### src/hdl/dbg_proto_pkg.sv
package dbg_proto_pkg;

  // Command codes sent by the host as the first byte of a frame
  typedef enum logic [7:0] {
    get_cookie          = 8'd0,
    mem_poke            = 8'd1,
    mem_peek            = 8'd2,
    set_breakpoint      = 8'd6,
    clear_breakpoint    = 8'd7,
    enable_breakpoints  = 8'd11,
    disable_breakpoints = 8'd12,
    resume              = 8'd13,
    get_version         = 8'd15
  } opcode_t;

  // One complete command made of an opcode and up to three parameter bytes
  typedef struct packed {
    opcode_t    op;
    logic [7:0] p0;
    logic [7:0] p1;
    logic [7:0] p2;
  } cmd_t;

  localparam logic [7:0] COOKIE = 8'haf;
  // Major 0 and minor 2
  localparam logic [7:0] VERSION = {3'd0, 5'd2};

  // Parameter bytes that follow each opcode
  function automatic logic [1:0] param_count(opcode_t op);
    case (op)
      mem_poke:         return 2'd3;
      mem_peek:         return 2'd2;
      set_breakpoint:   return 2'd3;
      clear_breakpoint: return 2'd1;
      default:          return 2'd0;
    endcase
  endfunction

endpackage

### src/hdl/target_bus_pkg.sv
package target_bus_pkg;

  // Host SPI link as seen at the target pins
  typedef struct packed {
    logic sck;
    logic cs_n;
    logic mosi;
  } spi_pins_t;

  // Retro computer address bus and read strobe
  typedef struct packed {
    logic [15:0] addr;
    logic        rd_n;
  } bus_pins_t;

  // One breakpoint slot
  typedef struct packed {
    logic [15:0] addr;
    logic        active;
  } bp_entry_t;

endpackage

### src/hdl/bp_matcher.sv
`timescale 1ns/1ns

module bp_matcher #(
  parameter int NUM_BP = 8
) (
  input  logic                                   clk,
  input  logic                                   rst_n,
  input  target_bus_pkg::bus_pins_t              bus,
  input  target_bus_pkg::bus_pins_t              bus_prev,
  input  target_bus_pkg::bp_entry_t [NUM_BP-1:0] bp_table,
  input  logic                                   bp_enable,
  input  dbg_proto_pkg::cmd_t                    cmd,
  input  logic                                   action,
  output logic                                   halt,
  output logic [2:0]                             hit_index
);

  typedef enum logic [1:0] {
    st_run,
    st_stop,
    st_resume
  } state_t;

  state_t      state;
  logic [15:0] stop_addr;
  logic        rd_fall;
  logic        match;
  logic [2:0]  match_idx;

  assign rd_fall = bus_prev.rd_n & ~bus.rd_n;
  assign halt    = state != st_run;

  // Scan from the top so the lowest matching slot wins
  always_comb begin
    match     = 1'b0;
    match_idx = 3'd0;
    for (int i = NUM_BP - 1; i >= 0; i--) begin
      if (bp_table[i].active && bp_table[i].addr == bus.addr) begin
        match     = 1'b1;
        match_idx = 3'(i);
      end
    end
  end

  always_ff @(posedge clk) begin
    if (!rst_n) begin
      state     <= st_run;
      hit_index <= 3'd0;
    end else begin
      case (state)
        st_run: begin
          if (rd_fall && bp_enable && match) begin
            state     <= st_stop;
            hit_index <= match_idx;
            stop_addr <= bus.addr;
          end
        end
        st_stop: begin
          if (action && cmd.op == dbg_proto_pkg::resume) begin
            state <= st_resume;
          end
        end
        // Let the stopped read go through once without matching
        st_resume: begin
          if (rd_fall && bus.addr == stop_addr) begin
            state <= st_run;
          end
        end
        default: state <= st_run;
      endcase
    end
  end

  assert property (@(posedge clk) disable iff (!rst_n) $rose(halt) |-> $past(bp_enable))
    else $error("bp_matcher: halt raised with breakpoints disabled");

endmodule

### config.mk
export PLATFORM = sky130hd
export DESIGN_NAME = bp_matcher
export DESIGN_NICKNAME = d
export VERILOG_FILES = /design/src/hdl/dbg_proto_pkg.sv /design/src/hdl/target_bus_pkg.sv /design/src/hdl/bp_matcher.sv
export SDC_FILE = /design/constraint.sdc
export NUM_CORES = 1
export LEC_CHECK = 0
export CORE_UTILIZATION = 45
export CTS_CLUSTER_DIAMETER = 200
export DETAILED_ROUTE_END_ITERATION = 8
export DONT_BUFFER_PORTS = 1
export GPL_TIMING_DRIVEN = 0
export RECOVER_POWER = 50
export SETUP_SLACK_MARGIN = 0.4
export SLEW_MARGIN = 10
export SYNTH_ARGS = -nofsm -noshare
export SYNTH_HDL_FRONTEND = slang
export SYNTH_SLANG_ARGS = --single-unit
### constraint.sdc
create_clock -name clk -period 5.55 [get_ports clk]
set_input_delay 0.2775 -clock clk [delete_from_list [all_inputs] [get_ports clk]]
set_output_delay 0.2775 -clock clk [all_outputs]
set_load 0.05 [all_outputs]
==> out/metrics.cfg <==
[outcome]
status=complete, no violations

[floorplan]
core_um2=6060
die_y_um=82.2
die-area_um2=6760
start_util_pct=47.8
rows=28
pin_count=210
die_w_um=82.2

[sta]
setup_ws_ps=2940
worst_pin_slew_ps=840
slew_violations=0
finalSetupTns_ps=0
slew_headroom_pct=43.9
hold_violations=0
rsz0062_at_grt=no
fin_crit_ps=2610
setup_viol=0
finalCritPeriodShare_pct=47.0
finClkSkew_ps=1.20
max_freq_ghz=0.383

[place]
place_congestion=0.827
placed_area_um2=2990
dp_cells=404
post-place-ws_ps=2620
dp_hpwl_um=7670
port-buffer-count=0

[drt]
drtIter0Drc=90
vias=2589
dr.pass1.iters=4
drtAntennaViolNets=0
wl_per_cell_um=23.9
drt-total-wl_um=9760
routed_via_density=6.35
drc=0

[setup_path]
start_kind=input pin
critPathMaxFanout=16
required_ps=5450
crit_type=in -> reg
endpoint_kind=register
critical_path_arrival_ps=2510

[final_layout]
final_nets=540
antennaDiodeCount=0
stdcell_count=408
fillers=619
area_delta_synth_final_pct=4.88
design_area_um2=3040
drive_above_1_share_pct=8.11

[logic_synthesis]
synthArstFlopShare_pct=0
synth_edf_count=16
yosysTopAreaCell=xor2_1
yosysSeqAreaShare_pct=20.1
synth_flop_cell=edfxtp_1
syn-instance-count=329
synth.most_common_cell=xor2_1
ys_types=38
netlist_area_um2=2900
synth.area.top_cells=xor2_1 29%, edfxtp_1 17%, xnor2_1 14%
yosys_warnings=0
avgSynthCellArea_um2=8.80
syn_nets=535
synth_top_area_share_pct=29.3
netlist_top_cells_count=97 x xor2_1, 47 x xnor2_1, 25 x nor4_1
ys_ff_latch=21

[grt]
antenna_found_initial=0
grt-ovfl-total=0
track_usage_pct=28.0
grt_pass1_vias=2499
grt_pass1_wl_um=13200
grt_max_degree=17

[clocking]
cts_setup_buffers=0
root_buffer=clkbuf_8
clock_sinks=21
cts_hold_buf=0
cts_resized=0
cts_tree=built
clock_path_buffers=2
cts_buffers=3
clk_pin_slew_ps=80
htreeDepth=1
clock_latency_ps=260

[pwr]
ir_drop_mv=0.111
p_leak_uw=0.00103
clock_power_share_pct=23.6
p_seq_share_pct=38.1
p_int_uw=290
combPwrFrac_pct=38.3
swShare_pct=34.4
powerDensity_nw_per_um2=146
power.net_switching_uw=152

[min_path]
min_path_type=in -> reg

[run]
timing.max_cap.violations=0

## cells by family (layout without fill, tap and decap cells)
kind of cell,count (synthesis),in the layout,share of synthesized area [%]
AO/OA/AOI/OAI,20,20,5.14
XOR/XNOR,144,144,43.6
buffers and inverters,19,23,4.67
flip-flops,21,21,20.1
AND/OR/NAND/NOR,125,125,26.6
## stage by stage
stage / total power (uW) / utilization, % / hold slack, ps
final: 442 / 50.1 / 104
after floorplan: 305 / - / 376
after detailed placement: 339 / 49.4 / 376
after CTS: 442 / 50.1 / 99.4
after global placement: 336 / 49.3 / 376
after global routing: 465 / 50.1 / 92.8
## area by class of cell
| cell class | instances | area, um^2 | area share, % |
|---|---|---|---|
| flip-flops and latches | 21 | 581 | 19.1 |
| inverters | 2 | 7.51 | 0.247 |
| multi-input cells | 289 | 2180 | 71.9 |
| well taps | 75 | 93.8 | 3.09 |
| clock buffers | 4 | 45.0 | 1.48 |
| plain buffers | 17 | 128 | 4.20 |
## flip-flops by register name, summed over array words and instances (netlist names)
name and flops:
hit_index 3, stop_addr 16, state 2
## cells in the final DEF (no fill, tap or decap), drive strengths merged, types with 2 or more instances in the layout
| cell | n |
|---|---|
| and3 | 2 |
| nand4b | 2 |
| clkbuf | 5 |
| nor3b | 4 |
| o21ai | 3 |
| nand3b | 2 |
| o21bai | 2 |
| or2 | 2 |
| a21oi | 5 |
| dfxtp | 5 |
| nor4b | 10 |
| nor4 | 25 |
| and4 | 3 |
| or4 | 7 |
| o22ai | 3 |
| xnor2 | 47 |
| nand4 | 20 |
| nor3 | 11 |
| edfxtp | 16 |
| buf | 16 |
| xor2 | 97 |
| nor2 | 15 |
| nand2 | 12 |
| inv | 2 |
| and4b | 3 |
| nand3 | 5 |
## worst paths after layout
path                         start                       to  slack (ps)  depth (start not counted)
min reg2reg  state[0]$_SDFFE_PN0P_    state[0]$_SDFFE_PN0P_         540                          2
max                        bus[13]  stop_addr[14]$_DFFE_PP_        2940                          8
max reg2reg  state[0]$_SDFFE_PN0P_  stop_addr[14]$_DFFE_PP_        3370                          5
min                        bus[16]  stop_addr[15]$_DFFE_PP_         100                          0
## power by group through the flow
stage                     Combinational (uW)  Clock (uW)  Sequential (uW)
final                                    169         104              169
after global routing                     184         112              169
after CTS                                168         106              169
after detailed placement                 167           0              172
after global placement                   164           0              172
after floorplan                          132           0              172
## per-layer routing
layer / routed length (um) / track usage (%) / vias up
li1: - / - / 1206
met1: 3910 / 32.5 / 1226
met5: 0 / 0 / -
met3: 879 / 4.84 / 15
met2: 4790 / 52.0 / 142
met4: 178 / 8.07 / 0
## critical path, stage by stage
cell and delay, ps:
buf_2 290, xor2_1 140, nor4_1 340, nand4_1 150, o22ai_1 310, a311o_1 200, o31ai_1 120, nor2_2 670
No activity file was read; power rests on OpenSTA's default activity.
