File: src/hdl/dbg_proto_pkg.sv
package dbg_proto_pkg;

  // Command codes sent by the host as the first byte of a frame
  typedef enum logic [7:0] {
    get_cookie          = 8'd0,
    mem_poke            = 8'd1,
    mem_peek            = 8'd2,
    set_breakpoint      = 8'd6,
    clear_breakpoint    = 8'd7,
    enable_breakpoints  = 8'd11,
    disable_breakpoints = 8'd12,
    resume              = 8'd13,
    get_version         = 8'd15
  } opcode_t;

  // One complete command made of an opcode and up to three parameter bytes
  typedef struct packed {
    opcode_t    op;
    logic [7:0] p0;
    logic [7:0] p1;
    logic [7:0] p2;
  } cmd_t;

  localparam logic [7:0] COOKIE = 8'haf;
  // Major 0 and minor 2
  localparam logic [7:0] VERSION = {3'd0, 5'd2};

  // Parameter bytes that follow each opcode
  function automatic logic [1:0] param_count(opcode_t op);
    case (op)
      mem_poke:         return 2'd3;
      mem_peek:         return 2'd2;
      set_breakpoint:   return 2'd3;
      clear_breakpoint: return 2'd1;
      default:          return 2'd0;
    endcase
  endfunction

endpackage

File: src/hdl/cmd_parser.sv
`timescale 1ns/1ns

module cmd_parser (
  input  logic                clk,
  input  logic                rst_n,
  input  logic [7:0]          rx_byte,
  input  logic                rx_valid,
  input  logic                frame_start,
  output dbg_proto_pkg::cmd_t cmd,
  output logic                action,
  output logic                reply_pending
);

  typedef enum logic {
    st_idle,
    st_read_params
  } state_t;

  state_t                 state;
  logic [1:0]             remaining;
  logic [1:0]             idx;
  dbg_proto_pkg::opcode_t op_in;

  assign op_in = dbg_proto_pkg::opcode_t'(rx_byte);

  // Commands followed by a dummy byte carrying the answer
  function automatic logic answers(dbg_proto_pkg::opcode_t op);
    return (op == dbg_proto_pkg::get_cookie) || (op == dbg_proto_pkg::get_version) ||
           (op == dbg_proto_pkg::mem_peek);
  endfunction

  always_ff @(posedge clk) begin
    if (!rst_n) begin
      state         <= st_idle;
      remaining     <= 2'd0;
      idx           <= 2'd0;
      action        <= 1'b0;
      reply_pending <= 1'b0;
    end else begin
      action        <= 1'b0;
      reply_pending <= 1'b0;
      if (frame_start) begin
        state <= st_idle;
      end else if (rx_valid) begin
        case (state)
          st_idle: begin
            cmd.op <= op_in;
            idx    <= 2'd0;
            case (op_in)
              dbg_proto_pkg::get_cookie, dbg_proto_pkg::get_version,
              dbg_proto_pkg::enable_breakpoints, dbg_proto_pkg::disable_breakpoints,
              dbg_proto_pkg::resume: begin
                action        <= 1'b1;
                reply_pending <= answers(op_in);
              end
              dbg_proto_pkg::mem_poke, dbg_proto_pkg::mem_peek,
              dbg_proto_pkg::set_breakpoint, dbg_proto_pkg::clear_breakpoint: begin
                remaining <= dbg_proto_pkg::param_count(op_in);
                state     <= st_read_params;
              end
              // Unknown opcodes are dropped
              default: ;
            endcase
          end
          st_read_params: begin
            case (idx)
              2'd0:    cmd.p0 <= rx_byte;
              2'd1:    cmd.p1 <= rx_byte;
              default: cmd.p2 <= rx_byte;
            endcase
            idx <= idx + 2'd1;
            if (remaining == 2'd1) begin
              action        <= 1'b1;
              reply_pending <= answers(cmd.op);
              state         <= st_idle;
            end else begin
              remaining <= remaining - 2'd1;
            end
          end
          default: state <= st_idle;
        endcase
      end
    end
  end

  // Downstream blocks act once per command
  assert property (@(posedge clk) disable iff (!rst_n) action |=> !action)
    else $error("cmd_parser: action held longer than one cycle");

endmodule

File: config.mk
export PLATFORM = sky130hd
export DESIGN_NAME = cmd_parser
export DESIGN_NICKNAME = d
export VERILOG_FILES = /design/src/hdl/dbg_proto_pkg.sv /design/src/hdl/cmd_parser.sv
export SDC_FILE = /design/constraint.sdc
export NUM_CORES = 1
export LEC_CHECK = 0
export CORE_MARGIN = 2
export CORE_UTILIZATION = 50
export CTS_BUF_LIST = sky130_fd_sc_hd__clkbuf_4
export DETAILED_ROUTE_END_ITERATION = 8
export DONT_BUFFER_PORTS = 1
export PLACE_DENSITY = 0.67
export SKIP_CTS_REPAIR_TIMING = 1
export SLEW_MARGIN = 20
export SYNTH_ARGS = -nofsm -noshare
export SYNTH_HDL_FRONTEND = slang
export SYNTH_SLANG_ARGS = --single-unit
File: constraint.sdc
create_clock -name clk -period 2.2 [get_ports clk]
set_clock_uncertainty 0.2 [all_clocks]
set_input_delay 0.33 -clock clk [delete_from_list [all_inputs] [get_ports clk]]
set_output_delay 0.33 -clock clk [all_outputs]
set_load 0.02 [all_outputs]
==> results.toml <==
[global_route]
grt_max_degree = 13
track_usage = 0.1582
grt.overflow.total = 0
antenna_found_initial = 0
grt_pass1_vias = 792
grt_first_pass_wirelength_um = 3905

[sta]
timing.final.hold_violations = 0
final_critical_path_setup_slack_ps = 518.5
worstMarginPinSlew_ps = 437.9
setup_viol = 0
min_period_over_period = 0.7643
hold-worst-slack_ps = 0.1521
report.final.slew_viol_count = 0
timing.final.crit_period_ps = 1681
relSlewSlack = 0.7070
grt_setup_unrepaired = "false"
setup_total_negative_slack_ps = 0
clock.fmax_mhz = 594.7

[synthesis]
number_of_synthesized_flops_with_an_enable_pin = 32
postSynth.asyncResetShare = 0
syn-mean-instance-area_um2 = 14.56
synth_area_leader = "sky130_fd_sc_hd__edfxtp_1"
postSynthNetCount = 119
postSynthRegisterBits = 39
synth_cell_types = 29
post-synth-top-count-cell = "sky130_fd_sc_hd__edfxtp_1"
synth_top_cell_area_share = 0.6347
synth.cell_area_mm2 = 0.001514
ys.flop_type = "sky130_fd_sc_hd__edfxtp_1"
seq_area_frac_synth = 0.7273
synth_top_cells_by_area = "sky130_fd_sc_hd__edfxtp_1, sky130_fd_sc_hd__dfxtp_1, sky130_fd_sc_hd__ha_1"
post_synth_most_frequent_cells = "sky130_fd_sc_hd__edfxtp_1, sky130_fd_sc_hd__nand2_1, sky130_fd_sc_hd__a21oi_1, sky130_fd_sc_hd__dfxtp_1, sky130_fd_sc_hd__inv_1"
cells_after_synth = 104
yosysWarningCount = 0

[worst_setup_path]
critPathLaunchType = "input pin"
path_class = "in -> reg"
worst_path_dominant_cell_family = "buffers and inverters"
timing.critical_path.depth = 4
critical_path.max_stage_delay_ps = 540
crit_fanout = 5
slowest_cell_on_crit_path = "sky130_fd_sc_hd__dlygate4sd3_1"
worst_ep_arrival_time_ps = 1540
worst-path-buf-inv = 2
reg2reg_depth = 4
critical_path.cell_chain = "dlygate4sd3_1 -> nand2_1 -> nor2_1 -> buf_4"
worstSetupEndpointType = "flip-flop"
timing.critical_path.required_ps = 2060

[layout]
post-route-util = 0.6334
antennaDiodeCount = 0
filler_cell_count = 225
post_route_cells_drive_above_1_share = 0.1371
final_design_area_no_fill_mm2 = 0.001777
final_cell_count_no_fill = 155
area_taken_by_multi_input_logic_gates_um2 = 382.9
fin_nets = 138
register_area_mm2 = 0.001101
area.growth.synth_to_final_pct = 17.36

[place]
global_placement_routability_congestion = 0.7617
dpl_cell_area_mm2 = 0.001572
dp_hpwl_um = 1787
pre_cts_slack_ps = 497.1
dp_cells = 137
numPortBuffers = 0

[floorplanning]
placementRows = 19
die_h_um = 59.03
initial_utilization = 0.5397
die_x_um = 59.03
core-area_mm2 = 0.002805
number_of_i_o_pins = 46
die_area_mm2 = 0.003484

[cts]
cts_tree = "built"
cts-buffers-inserted = 5
htree_levels = 2
worst_skew_pair.late_latency_ps = 330
cts-root-to-sink-buffers = 2
clock-sinks = 39
clk_pin_slew_worst_paths_ps = 110
clock-root-buffer = "sky130_fd_sc_hd__clkbuf_4"

[detailed_routing]
drt_drc_violations_left = 0
firstDrtPassIters = 4
route.final.wire_length_um = 2686
via_count = 917
drt_iter0_drc = 18
route.detailed.wl_per_inst_um = 17.33
route.detailed.vias_per_inst = 5.916
ant_nets = 0

[flow_run]
total_of_max_cap_violations = 0

[power_and_ir_drop]
power_per_cell_area_mw_per_mm2 = 818.0
cellLeakagePower_nw = 0.5919
report.power.total_mw = 1.453
max-vdd-ir-drop_uv = 363.9

[min_path]
worstHoldPathType = "in -> reg"
hold_path_depth = 2

[run_status]
outcome = "finished, final reports clean"
==> kinds of logic (layout without fill, tap and decap cells) <==
group,count (synthesis),count (layout),share of synthesized area
AO/OA/AOI/OAI,18,18,0.08099
adder cells (fa/ha/maj),3,3,0.02480
buffers and inverters,8,28,0.01984
multiplexers,1,1,0.007437
flip-flops,39,39,0.7273
AND/OR/NAND/NOR,35,35,0.1397
==> power by group <==
group / total, mW / internal, mW / switching [mW] / leakage, nW
combinational: 0.0520 / 0.0247 / 0.0272 / 0.191
clock: 0.582 / 0.367 / 0.215 / 0.0559
sequential: 0.819 / 0.805 / 0.0143 / 0.345
total: 1.45 / 1.20 / 0.256 / 0.592
==> worst reg2reg max path, delay by kind of cell, from the launching register on <==
kind / cells / cell delay, ps
compound gates: 2 / 380
flops: 1 / 360
simple gates: 2 / 660
==> worst paths after layout <==
kind,start,end,slack [ps]
worst min register to register,idx[1]$_SDFFE_PN0P_,idx[1]$_SDFFE_PN0P_,270
worst max register to register,state$_SDFFE_PN0P_,remaining[1]$_SDFFE_PN0P_,530
worst max-delay path,rst_n,cmd[30]$_DFFE_PP_,520
worst min-delay path,rx_valid,state$_SDFFE_PN0P_,0.2
==> cells in the final DEF, fill, tap and decap left out, types with 2 or more instances in the layout <==
| cell | synthesis | layout |
|---|---|---|
| sky130_fd_sc_hd__edfxtp_1 | 32 | 32 |
| sky130_fd_sc_hd__nand2_1 | 10 | 10 |
| sky130_fd_sc_hd__dlygate4sd3_1 | 0 | 10 |
| sky130_fd_sc_hd__inv_1 | 7 | 7 |
| sky130_fd_sc_hd__a21oi_1 | 7 | 7 |
| sky130_fd_sc_hd__dfxtp_1 | 7 | 7 |
| sky130_fd_sc_hd__clkbuf_4 | 0 | 6 |
| sky130_fd_sc_hd__nor2_1 | 5 | 5 |
| sky130_fd_sc_hd__nor2b_1 | 3 | 3 |
| sky130_fd_sc_hd__nor4_1 | 3 | 3 |
| sky130_fd_sc_hd__ha_1 | 3 | 3 |
| sky130_fd_sc_hd__buf_4 | 0 | 3 |
| sky130_fd_sc_hd__and3_1 | 2 | 2 |
| sky130_fd_sc_hd__a32oi_1 | 2 | 2 |
| sky130_fd_sc_hd__a211oi_1 | 2 | 2 |
| sky130_fd_sc_hd__a211oi_2 | 2 | 2 |
| sky130_fd_sc_hd__nand3_1 | 2 | 2 |
| sky130_fd_sc_hd__o21ai_1 | 2 | 2 |
| sky130_fd_sc_hd__nand4_1 | 2 | 2 |
| sky130_fd_sc_hd__bufinv_16 | 0 | 2 |
==> cell type report <==
type	instances	share of cell area
sequential	39	0.6197
multi-input combinational	57	0.2155
timing repair buffer	13	0.06901
clock inverter	2	0.03380
clock buffer	6	0.02535
tap	31	0.02183
inverter	7	0.01479
==> registers in the layout, indices dropped and copies added (netlist names) <==
signal and cells:
action 1, cmd 32, idx 2, remaining 2, reply_pending 1, state 1
==> metal layers <==
metal	part of all wire	vias to the layer above	global-route usage	wire, µm
li1	-	428	-	-
met1	0.43	432	0.1976	1157
met2	0.46	48	0.2349	1238
met3	0.085	9	0.07642	227
met4	0.023	0	0.06818	62
met5	0	-	0	0
Note: power is estimated with default switching activity, not from simulation.
