===== config.mk =====
export PLATFORM = sky130hd
export DESIGN_NAME = debug_regs
export DESIGN_NICKNAME = d
export VERILOG_FILES = /design/src/hdl/dbg_proto_pkg.sv /design/src/hdl/target_bus_pkg.sv /design/src/hdl/debug_regs.sv
export SDC_FILE = /design/constraint.sdc
export NUM_CORES = 1
export LEC_CHECK = 0
export BUFFER_PORTS_ARGS = -buffer_cell sky130_fd_sc_hd__clkbuf_2
export CAP_MARGIN = 10
export CORE_MARGIN = 3
export CORE_UTILIZATION = 50
export DETAILED_ROUTE_END_ITERATION = 8
export HOLD_SLACK_MARGIN = 0.05
export MAX_ROUTING_LAYER = met4
export PLACE_DENSITY = 0.84
export SYNTH_ARGS = -nofsm -noshare
export SYNTH_HDL_FRONTEND = slang
export SYNTH_SLANG_ARGS = --single-unit

===== constraint.sdc =====
create_clock -name clk -period 3.05 [get_ports clk]
set_input_delay 0.305 -clock clk [delete_from_list [all_inputs] [get_ports clk]]
set_output_delay 0.305 -clock clk [all_outputs]
set_load 0.02 [all_outputs]

===== src/hdl/dbg_proto_pkg.sv =====
package dbg_proto_pkg;

  // Command codes sent by the host as the first byte of a frame
  typedef enum logic [7:0] {
    get_cookie          = 8'd0,
    mem_poke            = 8'd1,
    mem_peek            = 8'd2,
    set_breakpoint      = 8'd6,
    clear_breakpoint    = 8'd7,
    enable_breakpoints  = 8'd11,
    disable_breakpoints = 8'd12,
    resume              = 8'd13,
    get_version         = 8'd15
  } opcode_t;

  // One complete command made of an opcode and up to three parameter bytes
  typedef struct packed {
    opcode_t    op;
    logic [7:0] p0;
    logic [7:0] p1;
    logic [7:0] p2;
  } cmd_t;

  localparam logic [7:0] COOKIE = 8'haf;
  // Major 0 and minor 2
  localparam logic [7:0] VERSION = {3'd0, 5'd2};

  // Parameter bytes that follow each opcode
  function automatic logic [1:0] param_count(opcode_t op);
    case (op)
      mem_poke:         return 2'd3;
      mem_peek:         return 2'd2;
      set_breakpoint:   return 2'd3;
      clear_breakpoint: return 2'd1;
      default:          return 2'd0;
    endcase
  endfunction

endpackage


===== src/hdl/target_bus_pkg.sv =====
package target_bus_pkg;

  // Host SPI link as seen at the target pins
  typedef struct packed {
    logic sck;
    logic cs_n;
    logic mosi;
  } spi_pins_t;

  // Retro computer address bus and read strobe
  typedef struct packed {
    logic [15:0] addr;
    logic        rd_n;
  } bus_pins_t;

  // One breakpoint slot
  typedef struct packed {
    logic [15:0] addr;
    logic        active;
  } bp_entry_t;

endpackage


===== src/hdl/debug_regs.sv =====
`timescale 1ns/1ns

module debug_regs #(
  parameter int NUM_BP = 8
) (
  input  logic                                   clk,
  input  logic                                   rst_n,
  input  dbg_proto_pkg::cmd_t                    cmd,
  input  logic                                   action,
  output target_bus_pkg::bp_entry_t [NUM_BP-1:0] bp_table,
  output logic                                   bp_enable,
  output logic [7:0]                             reply,
  output logic                                   reply_valid
);

  localparam int IDX_W = (NUM_BP > 1) ? $clog2(NUM_BP) : 1;

  logic             idx_ok;
  logic [IDX_W-1:0] idx;

  // Out of range slots are ignored
  assign idx_ok = cmd.p0 < NUM_BP;
  assign idx    = cmd.p0[IDX_W-1:0];

  always_ff @(posedge clk) begin
    if (!rst_n) begin
      bp_enable   <= 1'b0;
      reply_valid <= 1'b0;
      for (int i = 0; i < NUM_BP; i++) begin
        bp_table[i].active <= 1'b0;
      end
    end else begin
      reply_valid <= 1'b0;
      if (action) begin
        case (cmd.op)
          dbg_proto_pkg::set_breakpoint: begin
            if (idx_ok) begin
              bp_table[idx].addr   <= {cmd.p2, cmd.p1};
              bp_table[idx].active <= 1'b1;
            end
          end
          dbg_proto_pkg::clear_breakpoint: begin
            if (idx_ok) begin
              bp_table[idx].active <= 1'b0;
            end
          end
          dbg_proto_pkg::enable_breakpoints:  bp_enable <= 1'b1;
          dbg_proto_pkg::disable_breakpoints: bp_enable <= 1'b0;
          dbg_proto_pkg::get_cookie: begin
            reply       <= dbg_proto_pkg::COOKIE;
            reply_valid <= 1'b1;
          end
          dbg_proto_pkg::get_version: begin
            reply       <= dbg_proto_pkg::VERSION;
            reply_valid <= 1'b1;
          end
          default: ;
        endcase
      end
    end
  end

endmodule


==> impl_results.rst <==
.. list-table::
   :header-rows: 1

   * - Metric
     - Value
   * - Critical path buffer and inverter count
     - 2
   * - Worst path max stage delay
     - approximately 0.61 ns
   * - Outcome
     - completed
   * - Clock transition at path regs
     - around 0.060 ns
   * - FFs w/ async S/R, synth
     - 0
   * - Aggregate routed wire length
     - 13.4 mm
   * - Cell Pwr Density
     - 587 nW/µm²
   * - Time the final worst path needs with I/O delays and setup
     - roughly 1.7 ns
   * - Die Footprint
     - ~12000 µm²
   * - H-tree level count
     - 4
   * - Number of buffers inserted by post-CTS setup repair
     - 0
   * - Maximum buffer depth of the clock tree
     - 2
   * - Number of max-slew violations in the final report
     - 0
   * - Max frequency
     - roughly 580 MHz
   * - Total clock sinks
     - between 100 and 150
   * - # rows
     - 37
   * - Post-synthesis sequential area ratio
     - 0.733
   * - Number of antenna violations at the first check in global routing
     - 0
   * - Global placement routability congestion
     - 0.850
   * - WS Path Type
     - primary input to register
   * - GRT Resource Usage Total
     - 0.227
   * - Number of vias in the routed layout
     - 3561
   * - Gate count after technology mapping
     - between 300 and 400
   * - Number of max-cap violations
     - 0
   * - Buffer cell driving the clock tree root
     - sky130_fd_sc_hd__clkbuf_8
   * - Remaining global-route overflow
     - 0
   * - Class of the worst hold path
     - primary input to register
   * - Core region area
     - ~11000 µm²
   * - Number of primary I/O pins
     - between 150 and 200
   * - DRC errors left
     - 0
   * - Die height
     - ~110 µm
   * - Slew Limit Headroom
     - 0.570
   * - Main area contributors after synthesis
     - sky130_fd_sc_hd__edfxtp_1 (70%), sky130_fd_sc_hd__and2_1 (14%), sky130_fd_sc_hd__dfxtp_1 (3.6%), sky130_fd_sc_hd__buf_6 (1.6%), sky130_fd_sc_hd__nor2_4 (1.6%)
   * - Setup-failing EPs final
     - 0
   * - Portion of synthesized cell area occupied by the leading cell type
     - 0.697
   * - Biggest fanout along the worst timing path
     - 16
   * - Number of design-rule violations left by the first detailed-router iteration
     - about 260
   * - Global-route wire length before repair
     - 20.2 mm
   * - Via count of the first global-routing pass
     - 3498
   * - CTS tree
     - done
   * - Wire length per cell after detailed routing
     - just under 20 µm
   * - HPWL Detailed
     - approximately 9.4 mm
   * - Most common cell after layout, fill and taps aside
     - sky130_fd_sc_hd__clkbuf_2
   * - Number of buffers created by CTS
     - 17
   * - Skew final
     - 0 ns
   * - Final antenna diode count
     - 0
   * - Required time of the worst setup path
     - between 3 and 4 ns
   * - Slew at the pin closest to its max-slew limit
     - roughly 0.64 ns
   * - Initial DRT Pass Iterations
     - 4
   * - Final hold violation count
     - 0
   * - Final total negative setup slack
     - 0 ns
   * - Critical path, cell by cell
     - clkbuf_2 > nor4_4 > nand4_1 > nor2_1 > buf_4
   * - Mean number of vias per cell
     - 5.15
   * - Cell family contributing the most delay on the critical path
     - simple AND/OR/NAND/NOR gates
   * - FF+latch count, synth
     - approximately 140
   * - Most frequent cells in the layout
     - sky130_fd_sc_hd__clkbuf_2 (177), sky130_fd_sc_hd__edfxtp_1 (129), sky130_fd_sc_hd__and2_1 (122)
   * - Antenna viol nets, final
     - 0
   * - Fraction of layout instances using a drive strength above 1
     - 0.427
   * - X dimension of the die
     - around 110 µm
   * - Number of I/O port buffers
     - between 150 and 200
   * - Element type at the critical path start
     - primary input
   * - Top FF cell, synth
     - sky130_fd_sc_hd__edfxtp_1
   * - P_leak
     - between 2 and 3 nW
   * - Highest-delay cell along the critical path
     - sky130_fd_sc_hd__nor4_4
   * - Hold buffer count at CTS
     - 0
   * - Post-layout total power
     - 4.15 mW
   * - Effective utilization at floorplan
     - 0.527
   * - Per-instance average area after synthesis
     - approximately 16 µm²
   * - Cell Area, Synth
     - 5560 µm²
   * - Pin count of the biggest net entering global routing
     - 17
   * - Number of enable-type register cells in the synthesized netlist
     - 129
   * - Area added between synthesis and finish
     - 27.3%
   * - Clock network latency to the later pin of the worst-skew pair
     - 0.51 ns
   * - Critical path capture point type
     - register
   * - Total number of nets in the final design
     - between 500 and 600
   * - CTS resizes
     - 0
   * - Count of warnings emitted by yosys
     - 0
   * - Library cells used by synthesis
     - 30
   * - CP arrival
     - 1.91 ns
   * - Cell taking the most area after synthesis
     - sky130_fd_sc_hd__edfxtp_1
   * - Final worst path period share
     - 0.561
   * - Worst ir drop on vdd
     - slightly above 0.3 mV
   * - Unrepaired setup endpoints after global routing
     - no
-- path summary, 6_finish.rpt --
path	start	to	slack, ns	depth (start not counted)
setup / recovery	cmd[29]	bp_table[53]$_DFFE_PP_	1.34	5
hold / removal	action	reply_valid$_SDFF_PN0_	0.10	2
setup reg to reg	bp_table[119]$_SDFFE_PN0P_	bp_table[119]$_SDFFE_PN0P_	2.43	2
hold reg to reg	bp_table[51]$_SDFFE_PN0P_	bp_table[51]$_SDFFE_PN0P_	0.46	2
-- per-stage QoR --
stage               cells  setup slack, ns  instance area (µm²)  hold WS (ns)  utilization
global placement      659            0.830                 6510         0.444        0.617
floorplan             358            0.768                 5560         0.457            -
global route          691             1.16                 7080        0.0920        0.670
detailed placement    659            0.821                 6510         0.446        0.617
finish                691             1.34                 7080         0.101        0.670
CTS                   691             1.37                 7080        0.0695        0.670
-- cells by family (layout without fill, tap and decap cells) --
family	count (synthesis)	in the layout	synth area share
flops	139	139	0.733
other cells	2	3	0.00135
compound gates	14	14	0.0245
mux	4	4	0.00720
buf+inv	22	219	0.0317
simple gates	176	176	0.203
-- synthesized netlist by cell type, types with 3 or more instances --
library cell / instances
sky130_fd_sc_hd__mux2i_1: 4
sky130_fd_sc_hd__nor2_4: 8
sky130_fd_sc_hd__dfxtp_1: 10
sky130_fd_sc_hd__nor2_1: 10
sky130_fd_sc_hd__o31ai_1: 4
sky130_fd_sc_hd__and2_1: 122
sky130_fd_sc_hd__o211ai_1: 4
sky130_fd_sc_hd__buf_6: 8
sky130_fd_sc_hd__edfxtp_1: 129
sky130_fd_sc_hd__nand4_1: 3
sky130_fd_sc_hd__buf_4: 9
sky130_fd_sc_hd__nor4_1: 3
sky130_fd_sc_hd__nor3_1: 4
sky130_fd_sc_hd__nand2_1: 10
sky130_fd_sc_hd__clkbuf_1: 3
sky130_fd_sc_hd__and2_2: 6
-- layout make-up --
type	count	area (µm²)
fillers	756	3480
repair buffers	185	946
clock inverters	14	148
inverters	2	7.51
clock buffers	18	418
flip-flops and latches	139	4070
well taps	136	170
multi-input cells	197	1310
-- layer usage --
metal	GRT usage	vias to the layer above	wire, µm
li1	-	1629	-
met1	0.275	1697	5230
met2	0.352	209	6540
met3	0.0750	26	1320
met4	0.0949	0	299
met5	-	-	0
-- where the power goes --
part           internal [mW]  leakage (nW)  total, mW  switching, mW
Clock                   1.16         0.263       1.94          0.774
Sequential              2.07          1.00       2.07      0.0000644
Combinational         0.0496          1.27      0.150          0.101
Total                   3.28          2.53       4.15          0.875
-- flip-flops by register name, summed over array words and instances (netlist names) --
signal and count:
bp_enable 1, bp_table 136, reply 1, reply_valid 1
-- worst register-to-register path, stage by stage, from the launching register on --
cell                       delay (ns)
sky130_fd_sc_hd__dfxtp_1         0.32
sky130_fd_sc_hd__o211ai_1        0.09
sky130_fd_sc_hd__o31ai_1         0.09
No activity file was read; power rests on OpenSTA's default activity.
