### src/hdl/target_bus_pkg.sv
package target_bus_pkg;

  // Host SPI link as seen at the target pins
  typedef struct packed {
    logic sck;
    logic cs_n;
    logic mosi;
  } spi_pins_t;

  // Retro computer address bus and read strobe
  typedef struct packed {
    logic [15:0] addr;
    logic        rd_n;
  } bus_pins_t;

  // One breakpoint slot
  typedef struct packed {
    logic [15:0] addr;
    logic        active;
  } bp_entry_t;

endpackage

### src/hdl/spi_target.sv
`timescale 1ns/1ns

module spi_target (
  input  logic                     clk,
  input  logic                     rst_n,
  input  target_bus_pkg::spi_pins_t spi,
  input  target_bus_pkg::spi_pins_t spi_prev,
  input  logic                     reply_pending,
  input  logic [7:0]               regs_reply,
  input  logic                     regs_reply_valid,
  input  logic [7:0]               mem_reply,
  input  logic                     mem_reply_valid,
  output logic [7:0]               rx_byte,
  output logic                     rx_valid,
  output logic                     frame_start,
  output logic                     miso
);

  logic       in_frame;
  logic       sck_rise;
  logic       sck_fall;
  logic [2:0] bit_cnt;
  logic [7:0] shift_in;
  logic [7:0] tx_reg;
  logic       reply_armed;

  assign in_frame    = ~spi.cs_n;
  assign sck_rise    = spi.sck & ~spi_prev.sck;
  assign sck_fall    = ~spi.sck & spi_prev.sck;
  assign frame_start = spi_prev.cs_n & ~spi.cs_n;
  assign rx_byte     = shift_in;
  assign miso        = tx_reg[7];

  // MOSI sampled MSB first on the SCK rising edge
  always_ff @(posedge clk) begin
    if (in_frame && sck_rise) begin
      shift_in <= {shift_in[6:0], spi.mosi};
    end
  end

  always_ff @(posedge clk) begin
    if (!rst_n) begin
      bit_cnt     <= 3'd0;
      rx_valid    <= 1'b0;
      reply_armed <= 1'b0;
      tx_reg      <= 8'd0;
    end else begin
      rx_valid <= 1'b0;
      if (!in_frame) begin
        bit_cnt     <= 3'd0;
        reply_armed <= 1'b0;
        tx_reg      <= 8'd0;
      end else begin
        if (sck_rise) begin
          bit_cnt <= bit_cnt + 3'd1;
          if (bit_cnt == 3'd7) begin
            // Dummy byte under a reply is not passed on
            rx_valid    <= ~reply_armed;
            reply_armed <= 1'b0;
          end
        end
        if (reply_pending) begin
          reply_armed <= 1'b1;
        end
        // MSB shows on MISO as soon as loaded and the rest follow on falling edges
        if (regs_reply_valid) begin
          tx_reg <= regs_reply;
        end else if (mem_reply_valid) begin
          tx_reg <= mem_reply;
        end else if (sck_fall && reply_armed && bit_cnt != 3'd0) begin
          tx_reg <= {tx_reg[6:0], 1'b0};
        end
      end
    end
  end

  // Only one action block answers per command
  assert property (@(posedge clk) disable iff (!rst_n)
    !(regs_reply_valid && mem_reply_valid))
    else $error("spi_target: register and memory replies collide");

endmodule

### config.mk
export PLATFORM = sky130hd
export DESIGN_NAME = spi_target
export DESIGN_NICKNAME = d
export VERILOG_FILES = /design/src/hdl/target_bus_pkg.sv /design/src/hdl/spi_target.sv
export SDC_FILE = /design/constraint.sdc
export NUM_CORES = 1
export LEC_CHECK = 0
export ABC_AREA = 1
export BUFFER_PORTS_ARGS = -buffer_cell sky130_fd_sc_hd__buf_2
export CAP_MARGIN = 10
export CORE_MARGIN = 2
export CORE_UTILIZATION = 51
export CTS_CLUSTER_DIAMETER = 30
export CTS_CLUSTER_SIZE = 8
export DETAILED_ROUTE_END_ITERATION = 8
export HOLD_SLACK_MARGIN = 0.06
export PLACE_DENSITY = 0.82
export SKIP_LAST_GASP = 1
export SYNTH_ARGS = -nofsm -noshare
export SYNTH_HDL_FRONTEND = slang
export SYNTH_SLANG_ARGS = --single-unit
### constraint.sdc
create_clock -name clk -period 2.42 [get_ports clk]
set_input_delay 0.242 -clock clk [delete_from_list [all_inputs] [get_ports clk]]
set_output_delay 0.242 -clock clk [all_outputs]
set_load 0.005 [all_outputs]
==> run summary, run 1 <==
status - finished, final reports clean
post-route insts no fill - 203
DIE AREA - 0.00239 mm²
TritonCTS clock tree - yes
PwrDens - 511 mW/mm²
Max VDD drop - 0.000492 V
via count - 959
number of global-route vias before repair - 940
CP dominant cell by count - nand2_1
yosys warns - 0
Yosys reg bits - 21
WL/cell - 10.1 µm
die height - 48.9 µm
worst rel slew slack - 55.2%
RSZ-0062 raised after global routing - no
Crit Path Max Fanout - 9
final hold vios - 0
CP bufs+invs - 2
CP top delay family - simple AND/OR/NAND/NOR gates
Max Buffers Root-to-Sink - 2
# Post-CTS Setup Buffers - 0
Area Overhead vs Synth - 22.0%
IO Pins - 38
post-CTS sizing - 0
Avg Cell Area, Syn - 7.41 µm²
worst-case clock skew - 0.00261 ns
DRC - 0
crit path launch type - flip-flop
Total GRT Usage - 19.8%
gr ovfl total - 0
sequential-to-total area share from yosys stat - 48.6%
Setup CP Type - reg -> reg
Max Freq - 718 MHz
syn_nets - 169
Die Width - 48.9 µm
Row Count - 16
setup TNS - 0 ns
half-perimeter wire length after placement - 1.61 mm
Nets - 207
placed insts - 199
# diodes - 0
switching power - 0.160 mW
worst skew pair latency - 0.30 ns
worst min-delay path category - in -> reg
setup violators final - 0
critical-path cell list - inv_1, ha_1, nand2_1, nand2_1, nand2_1, nand2_1, inv_1, nor2_1
Critical Path AT - 1.61 ns
fraction of power spent switching nets - 24.9%
I/O Buffers - 36
Clk network pwr share - 25.6%
Pleak - 0.641 nW
Placer Congestion - 0.776
CP endpoint kind - flip-flop
period utilisation layout - 57.5%
cell-internal power - 0.482 mW
DRT Pass-1 Iters - 4
first-pass GRT wire length - 3.63 mm
Final Max Tran Viols - 0
Worst-Margin Slew - 0.670 ns
number of H-tree levels - 1
slowest CP cell - dfxtp_1
Hold-fix buffers, CTS - 0
mapped cell area - 0.00103 mm²
worst path required time - 2.63 ns
core area - 0.00194 mm²
ANT nets after route - 0
initial antenna violation count - 0
post-layout util - 64.7%
Synth Instances - 139
Period minus WS final - 1.39 ns
clock sink count - 21
Inserted Clock Buffers - 3
clock root buffer master - clkbuf_4
unique cell type count in the Yosys netlist - 15
effective utilization at floorplan - 53.0%
Reg clk slew, reported paths - 0.11 ns
DR iter-0 viols - 12
largest net degree at the start of global routing - 17
layout cell share with drive strength beyond 1 - 23.9%
combinational share of power - 14.4%
max-cap viol count - 0
CP max stage delay - 0.35 ns
final WL - 2.04 mm
Via density - 4.72
Seq pwr share - 60.0%
through the flow:
step	hold slack (ns)	instance area (µm²)	setup slack (ns)	total power, mW
floorplan	0.341	1030	1.20	0.451
global placement	0.420	1230	0.983	0.482
detailed placement	0.422	1230	0.890	0.486
CTS	0.0950	1260	1.02	0.652
global route	0.0859	1260	0.844	0.687
finish	0.106	1260	1.03	0.641
final timing paths:
path	start	depth (start not counted)	endpoint	slack, ns
max reg2reg	bit_cnt[0]$_SDFFE_PP0P_	8	tx_reg[1]$_SDFFE_PP0P_	1.03
max	bit_cnt[0]$_SDFFE_PP0P_	8	tx_reg[1]$_SDFFE_PP0P_	1.03
min reg2reg	rx_byte[2]$_DFFE_PP_	0	rx_byte[3]$_DFFE_PP_	0.46
min	spi[0]	1	rx_byte[0]$_DFFE_PP_	0.11
metal layers:
| layer | track usage [%] | vias up | wire (µm) |
|---|---|---|---|
| met5 | 0 | - | 0 |
| met4 | 9.52 | 0 | 55 |
| met3 | 5.52 | 8 | 82 |
| met2 | 37.9 | 19 | 1110 |
| met1 | 19.2 | 431 | 794 |
| li1 | - | 501 | - |
cell type report:
cell class	instances	area, µm²
Inverter	24	90.1
Multi-Input combinational cell	91	424
Timing Repair Buffer	36	180
Tap cell	27	33.8
Clock buffer	3	22.5
Clock inverter	1	5.00
Sequential cell	21	500
Fill cell	179	686
cell usage in the layout (no fill, tap or decap), drive strengths merged:
cell type | netlist | final
nor2 | 14 | 14
inv | 24 | 24
dfxtp | 13 | 13
a21oi | 5 | 5
ha | 3 | 3
nor3 | 1 | 1
nand3 | 15 | 15
clkbuf | 0 | 3
or2 | 7 | 7
edfxtp | 8 | 8
o21ai | 4 | 4
nand2 | 42 | 42
clkinv | 0 | 1
buf | 3 | 36
cells in the mapped netlist, drive strengths merged:
cell type  number  share of area (%)
buf             3                1.5
edfxtp          8                 23
nand3          15                7.3
o21ai           4                1.9
a21oi           5                2.4
nor3            1               0.49
nor2           14                5.8
nand2          42                 15
inv            24                8.7
dfxtp          13                 25
ha              3                3.6
or2             7                4.3
cell families (layout without fill, tap and decap cells):
group	count (synthesis)	after routing	synth area share, %
AO/OA/AOI/OAI	9	9	4.37
AND/OR/NAND/NOR	79	79	33.2
flip-flops	21	21	48.6
adder cells (fa/ha/maj)	3	3	3.65
buffers and inverters	27	64	10.2
power by group through the flow:
stage | clock [mW] | sequential [mW] | combinational, mW
after CTS | 0.174 | 0.385 | 0.0936
after floorplan | 0 | 0.392 | 0.0591
after global routing | 0.192 | 0.387 | 0.108
final | 0.164 | 0.385 | 0.0926
after global placement | 0 | 0.392 | 0.0899
after detailed placement | 0 | 0.393 | 0.0930
(Power assumes the default switching activity.)
==> run 2: changes to the inputs <==
--- a/config.mk
+++ b/config.mk
@@ -9,12 +9,12 @@
 export BUFFER_PORTS_ARGS = -buffer_cell sky130_fd_sc_hd__buf_2
 export CAP_MARGIN = 10
 export CORE_MARGIN = 2
-export CORE_UTILIZATION = 51
+export CORE_UTILIZATION = 43
 export CTS_CLUSTER_DIAMETER = 30
 export CTS_CLUSTER_SIZE = 8
 export DETAILED_ROUTE_END_ITERATION = 8
 export HOLD_SLACK_MARGIN = 0.06
-export PLACE_DENSITY = 0.82
+export PLACE_DENSITY = 0.74
 export SKIP_LAST_GASP = 1
 export SYNTH_ARGS = -nofsm -noshare
 export SYNTH_HDL_FRONTEND = slang
==> constraint.sdc (replaced) <==
create_clock -name clk -period 1.2 [get_ports clk]
set_input_delay 0.12 -clock clk [delete_from_list [all_inputs] [get_ports clk]]
set_output_delay 0.12 -clock clk [all_outputs]
set_load 0.005 [all_outputs]
==> run 2 against run 1 <==
  * Routed wire length rose by 1.9%
  * Worst setup slack got worse by 0.92 ns
  * Flip-flop and latch count did not move
  * Combinational power rose by 120%
  * Register-to-register slack got worse by 0.92 ns
  * Total power rose by 110%
  * Clock-buffer cell count rose by 1
  * First-iteration DRC count fell by 58%
  * Maximum frequency rose by 27%
  * Utilization fell by 4.9 points
  * Critical path type unchanged
  * Critical endpoint is now bit_cnt[2]$_SDFFE_PP0P_
  * Largest cell class unchanged
  * Largest power group unchanged
  * Highest routed layer unchanged
==> run summary, run 2 (same netlist as run 1, synthesis figures left out) <==
status - finished, final reports clean (unchanged)
Row Count - 17 (was 16)
Crit Path Max Fanout - 2 (was 9)
worst-case clock skew - 0.00167 ns (was 0.00261 ns)
fraction of power spent switching nets - 25.3% (was 24.9%)
number of H-tree levels - 1 (unchanged)
cell-internal power - 0.991 mW (was 0.482 mW)
design area - 0.00134 mm² (was 0.00126 mm²)
worst skew pair latency - 0.30 ns (about the same)
worst min-delay path category - in -> reg (unchanged)
RSZ-0062 raised after global routing - no (unchanged)
CP top delay family - adder cells (was simple AND/OR/NAND/NOR gates)
setup TNS - 0 ns (unchanged)
Critical Path AT - 1.30 ns (was 1.61 ns)
core area - 0.00223 mm² (was 0.00194 mm²)
Max Buffers Root-to-Sink - 2 (unchanged)
IO Pins - 38 (unchanged)
post-layout util - 59.8% (was 64.7%)
PwrDens - 994 mW/mm² (was 511 mW/mm²)
leading cell types in the layout, fill and taps excluded - 39 x nand2_1, 36 x buf_2, 21 x inv_1, 15 x nand3_1, 13 x nor2_1 (was 42 x nand2_1, 36 x buf_2, 23 x inv_1, 15 x nand3_1)
Inserted Clock Buffers - 3 (unchanged)
Max VDD drop - 0.000925 V (was 0.000492 V)
Via density - 4.60 (was 4.72)
Pleak - 0.673 nW (was 0.641 nW)
DIE AREA - 0.00280 mm² (was 0.00239 mm²)
CP max stage delay - 0.34 ns (was 0.35 ns)
Design Power - 1.33 mW (was 0.641 mW)
effective utilization at floorplan - 46.1% (was 53.0%)
pre-CTS setup slack - 0.00875 ns (was 0.890 ns)
commonest non-fill, non-tap cell in the layout - nand2_1 (unchanged)
CP dominant cell by count - ha_1 (was nand2_1)
# Post-CTS Setup Buffers - 0 (unchanged)
number of global-route vias before repair - 959 (was 940)
gr ovfl total - 0 (unchanged)
Seq pwr share - 58.5% (was 60.0%)
die height - 52.9 µm (was 48.9 µm)
slowest CP cell - dfxtp_2 (was dfxtp_1)
Reg clk slew, reported paths - 0.11 ns (about the same)
I/O Buffers - 36 (unchanged)
Final Max Tran Viols - 0 (unchanged)
worst rel slew slack - 79.9% (was 55.2%)
Die Width - 52.9 µm (was 48.9 µm)
worst path required time - 1.40 ns (was 2.63 ns)
DR iter-0 viols - 5 (was 12)
first-pass GRT wire length - 3.55 mm (was 3.63 mm)
TritonCTS clock tree - yes (unchanged)
Period minus WS final - 1.10 ns (was 1.39 ns)
Max Freq - 912 MHz (was 718 MHz)
final worst setup slack - 0.104 ns (was 1.03 ns)
# diodes - 0 (unchanged)
post-route insts no fill - 211 (was 203)
switching power - 0.335 mW (was 0.160 mW)
final hold slack - 0.0904 ns (was 0.106 ns)
clock sink count - 21 (unchanged)
initial antenna violation count - 0 (unchanged)
largest net degree at the start of global routing - 17 (unchanged)
crit path launch type - flip-flop (unchanged)
dpl cell area - 0.00127 mm² (was 0.00123 mm²)
max-cap viol count - 0 (unchanged)
Setup CP Type - reg -> reg (unchanged)
via count - 970 (was 959)
DRT Pass-1 Iters - 4 (unchanged)
clock root buffer master - clkbuf_4 (unchanged)
layout cell share with drive strength beyond 1 - 29.5% (was 23.9%)
Worst-Margin Slew - 0.301 ns (was 0.670 ns)
Clk network pwr share - 25.8% (was 25.6%)
CP bufs+invs - 0 (was 2)
Nets - 214 (was 207)
critical-path cell list - ha_1, ha_1, o21ai_0, a21oi_1 (was inv_1, ha_1, nand2_1, nand2_1, nand2_1, nand2_1, inv_1, nor2_1)
Area Overhead vs Synth - 29.6% (was 22.0%)
half-perimeter wire length after placement - 1.68 mm (was 1.61 mm)
period utilisation layout - 91.4% (was 57.5%)
ANT nets after route - 0 (unchanged)
WL/cell - 9.87 µm (was 10.1 µm)
placed insts - 205 (was 199)
final WL - 2.08 mm (was 2.04 mm)
combinational share of power - 15.7% (was 14.4%)
final hold vios - 0 (unchanged)
Placer Congestion - 0.749 (was 0.776)
Total GRT Usage - 17.3% (was 19.8%)
DRC - 0 (unchanged)
CP endpoint kind - flip-flop (unchanged)
setup violators final - 0 (unchanged)
fill count - 214 (was 179)
==> run 2: timing repair <==
action                                  in CTS  in global routing
hold endpoints to repair                     2                  0
pin swaps                                    0                  3
endpoints found under the setup margin       6                  8
gates resized for setup                      1                  9
gates cloned                                 0                  0
hold buffers                                 2                  0
==> run 2: final cells by class <==
class,instances,area (µm²),share of cell area (%)
Clock buffer,4,26.3,1.97
Inverter,24,90.1,6.75
Multi-Input combinational cell,91,439,32.9
Sequential cell,21,503,37.7
Tap cell,28,35.0,2.62
Timing Repair Buffer,43,241,18.1
==> run 2: worst min-delay path, cell delays in order <==
cell and delay (ns):
buf_2 0.08, nor2_1 0.05, nand2_1 0.07, nor3_1 0.04
==> run 2: path summary, 6_finish.rpt <==
path | slack [ns] | depth (start not counted) | endpoint | from
max | 0.10 | 4 | bit_cnt[2]$_SDFFE_PP0P_ | bit_cnt[0]$_SDFFE_PP0P_
max reg2reg | 0.10 | 4 | bit_cnt[2]$_SDFFE_PP0P_ | bit_cnt[0]$_SDFFE_PP0P_
min | 0.09 | 4 | rx_valid$_SDFF_PP0_ | spi_prev[2]
min reg2reg | 0.46 | 1 | rx_valid$_SDFF_PP0_ | reply_armed$_SDFFE_PP0P_
==> run 2: power by group through the flow <==
stage	sequential [mW]	clock, mW	combinational [mW]
3_5_place_dp	0.792	0	0.200
6_report	0.777	0.342	0.208
5_1_grt	0.779	0.384	0.242
4_1_cts	0.776	0.350	0.207
3_3_place_gp	0.791	0	0.191
2_1_floorplan	0.790	0	0.119
==> run 2: per-layer routing <==
| layer | track usage, % | vias to the layer above | share of wire, % |
|---|---|---|---|
| met1 | 18.3 | 445 | 44 |
| li1 | - | 514 | - |
| met4 | 3.85 | 0 | 0.58 |
| met3 | 5.93 | 2 | 2.8 |
| met5 | 0 | - | 0 |
| met2 | 32.7 | 9 | 52 |
==> run 3: changes to the inputs <==
--- a/config.mk
+++ b/config.mk
@@ -8,13 +8,12 @@
 export ABC_AREA = 1
 export BUFFER_PORTS_ARGS = -buffer_cell sky130_fd_sc_hd__buf_2
 export CAP_MARGIN = 10
-export CORE_MARGIN = 2
-export CORE_UTILIZATION = 43
+export CORE_UTILIZATION = 51
 export CTS_CLUSTER_DIAMETER = 30
 export CTS_CLUSTER_SIZE = 8
 export DETAILED_ROUTE_END_ITERATION = 8
 export HOLD_SLACK_MARGIN = 0.06
-export PLACE_DENSITY = 0.74
+export PLACE_DENSITY = 0.82
 export SKIP_LAST_GASP = 1
 export SYNTH_ARGS = -nofsm -noshare
 export SYNTH_HDL_FRONTEND = slang
==> constraint.sdc (replaced) <==
create_clock -name clk -period 1.3 [get_ports clk]
set_input_delay 0.13 -clock clk [delete_from_list [all_inputs] [get_ports clk]]
set_output_delay 0.13 -clock clk [all_outputs]
set_load 0.005 [all_outputs]
==> run 3 against run 2 <==
  * Total power shrank 7.8%
  * Highest routed layer unchanged
  * Cell area down 2.2%
  * Utilization increased by 13 points
  * Critical endpoint is now tx_reg[1]$_SDFFE_PP0P_
  * Sequential share of layout area increased by 0.64 points
  * Via count down 0.52%
  * Die area decreased by 21%
  * Largest power group unchanged
  * Sequential power decreased by 7.9%
==> run summary, run 3 (same netlist as run 1, synthesis figures left out) <==
IO Pins - 38 (unchanged)
die height - 46.9 µm (was 52.9 µm)
CP max stage delay - 0.36 ns (was 0.34 ns)
gr ovfl total - 0 (unchanged)
CP top delay family - simple AND/OR/NAND/NOR gates (was adder cells)
Design Power - 1.22 mW (was 1.33 mW)
Inserted Clock Buffers - 3 (unchanged)
Nets - 213 (was 214)
# diodes - 0 (unchanged)
Multi-input gate area - 427 µm² (was 439 µm²)
clock root buffer master - clkbuf_4 (unchanged)
Clk network pwr share - 25.9% (was 25.8%)
Levels on crit path - 8 (was 4)
crit path launch type - flip-flop (unchanged)
Crit Path Max Fanout - 8 (was 2)
hold path cells - 4 (unchanged)
Period minus WS final - 1.18 ns (was 1.10 ns)
DRC - 0 (unchanged)
status - finished, final reports clean (unchanged)
Die Width - 46.9 µm (was 52.9 µm)
worst rel slew slack - 78.3% (was 79.9%)
setup violators final - 0 (unchanged)
setup TNS - 0 ns (unchanged)
Critical Path AT - 1.44 ns (was 1.30 ns)
ANT nets after route - 0 (unchanged)
number of H-tree levels - 1 (unchanged)
initial antenna violation count - 0 (unchanged)
Final Max Tran Viols - 0 (unchanged)
cell-internal power - 0.907 mW (was 0.991 mW)
Pleak - 0.669 nW (was 0.673 nW)
switching power - 0.316 mW (was 0.335 mW)
R2R depth - 8 (was 4)
worst min-delay path category - in -> reg (unchanged)
critical-path cell list - inv_1, ha_1, nand2_1, nand2_1, buf_4, nand3_1, nand2_1, nor2_1 (was ha_1, ha_1, o21ai_0, a21oi_1)
worst skew pair latency - 0.31 ns (was 0.30 ns)
commonest non-fill, non-tap cell in the layout - nand2_1 (unchanged)
CP dominant cell by count - nand2_1 (was ha_1)
worst-case clock skew - 0.00728 ns (was 0.00167 ns)
Max Freq - 846 MHz (was 912 MHz)
Setup CP Type - reg -> reg (unchanged)
combinational share of power - 15.6% (was 15.7%)
CP endpoint kind - flip-flop (unchanged)
final hold vios - 0 (unchanged)
Worst-Margin Slew - 0.324 ns (was 0.301 ns)
FF/Latch Area - 500 µm² (was 503 µm²)
slowest CP cell - dfxtp_1 (was dfxtp_2)
fraction of power spent switching nets - 25.9% (was 25.3%)
WL/cell - 10.7 µm (was 9.87 µm)
Placer Congestion - 0.814 (was 0.749)
half-perimeter wire length after placement - 1.65 mm (was 1.68 mm)
fill count - 158 (was 214)
largest net degree at the start of global routing - 17 (unchanged)
final WL - 2.21 mm (was 2.08 mm)
max-cap viol count - 0 (unchanged)
Max VDD drop - 0.000695 V (was 0.000925 V)
Total GRT Usage - 22.9% (was 17.3%)
leading cell types in the layout, fill and taps excluded - 41 x nand2_1, 36 x buf_2, 23 x inv_1, 15 x nand3_1 (was 39 x nand2_1, 36 x buf_2, 21 x inv_1, 15 x nand3_1, 13 x nor2_1)
first-pass GRT wire length - 3.48 mm (was 3.55 mm)
Reg clk slew, reported paths - 0.12 ns (was 0.11 ns)
PwrDens - 936 mW/mm² (was 994 mW/mm²)
period utilisation layout - 91.0% (was 91.4%)
DRT Pass-1 Iters - 4 (unchanged)
via count - 965 (was 970)
I/O Buffers - 36 (unchanged)
placed insts - 201 (was 205)
worst path required time - 1.56 ns (was 1.40 ns)
DIE AREA - 0.00220 mm² (was 0.00280 mm²)
Via density - 4.66 (was 4.60)
number of global-route vias before repair - 910 (was 959)
Seq pwr share - 58.6% (was 58.5%)
Max Buffers Root-to-Sink - 2 (unchanged)
RSZ-0062 raised after global routing - no (unchanged)
CP bufs+invs - 2 (was 0)
core area - 0.00180 mm² (was 0.00223 mm²)
TritonCTS clock tree - yes (unchanged)
Row Count - 15 (was 17)
# Post-CTS Setup Buffers - 0 (unchanged)
layout cell share with drive strength beyond 1 - 25.8% (was 29.5%)
post-route insts no fill - 207 (was 211)
Area Overhead vs Synth - 26.9% (was 29.6%)
DR iter-0 viols - 26 (was 5)
effective utilization at floorplan - 57.2% (was 46.1%)
clock sink count - 21 (unchanged)
run 3: cell types whose count changed in the layout (fill, tap and decap cells not counted), sizes merged:
cell / change
buf: -1
clkbuf: -1
clkinv: +1
run 3: path summary, 6_finish.rpt:
kind,start,endpoint,slack (ns)
min reg2reg,rx_byte[3]$_DFFE_PP_,rx_byte[4]$_DFFE_PP_,0.46
max,bit_cnt[0]$_SDFFE_PP0P_,tx_reg[1]$_SDFFE_PP0P_,0.12
max reg2reg,bit_cnt[0]$_SDFFE_PP0P_,tx_reg[1]$_SDFFE_PP0P_,0.12
min,spi_prev[2],rx_valid$_SDFF_PP0_,0.11
run 3: metal layers:
| layer | global-route usage (%) | routed length (µm) |
|---|---|---|
| met5 | 0 | 0 |
| met4 | 11.4 | 48 |
| met3 | 5.00 | 74 |
| met2 | 41.7 | 1140 |
| met1 | 24.9 | 948 |
run 3: through the flow:
stage	hold WS (ns)	util (%)	cell area [µm²]	worst slack (ns)
after floorplan	0.229	-	1030	0.128
after global placement	0.308	69.7	1260	0.103
after detailed placement	0.309	69.7	1260	0.0594
after CTS	0.102	72.4	1300	0.0495
after global routing	0.0974	72.5	1310	0.00749
final	0.109	72.5	1310	0.118
run 3: layout make-up:
class                           instances  share of cell area (%)
Sequential cell                        21                    38.3
Multi-Input combinational cell         91                    32.7
Timing Repair Buffer                   42                    17.6
Inverter                               24                    6.90
Tap cell                               25                    2.39
Clock buffer                            3                    1.72
Clock inverter                          1                   0.383
run 3: timing repair:
| item | CTS | global route |
|---|---|---|
| endpoints found under the setup margin | 0 | 7 |
| endpoints found under the hold margin | 2 | 0 |
| hold buffers | 2 | 0 |
| gates resized for setup | 0 | 1 |
run 3: worst register-to-register path: stages, from the launching register on:
cell and delay, ns:
dfxtp_1 0.36, inv_1 0.07, ha_1 0.19, nand2_1 0.07, nand2_1 0.08, buf_4 0.17
nand3_1 0.07, nand2_1 0.06, nor2_1 0.08
run 3: power by group through the flow:
stage | clock network, mW | logic [mW] | registers, mW
3_3_place_gp | 0 | 0.174 | 0.729
4_1_cts | 0.321 | 0.190 | 0.716
2_1_floorplan | 0 | 0.110 | 0.730
3_5_place_dp | 0 | 0.184 | 0.731
5_1_grt | 0.357 | 0.218 | 0.720
6_report | 0.316 | 0.190 | 0.716
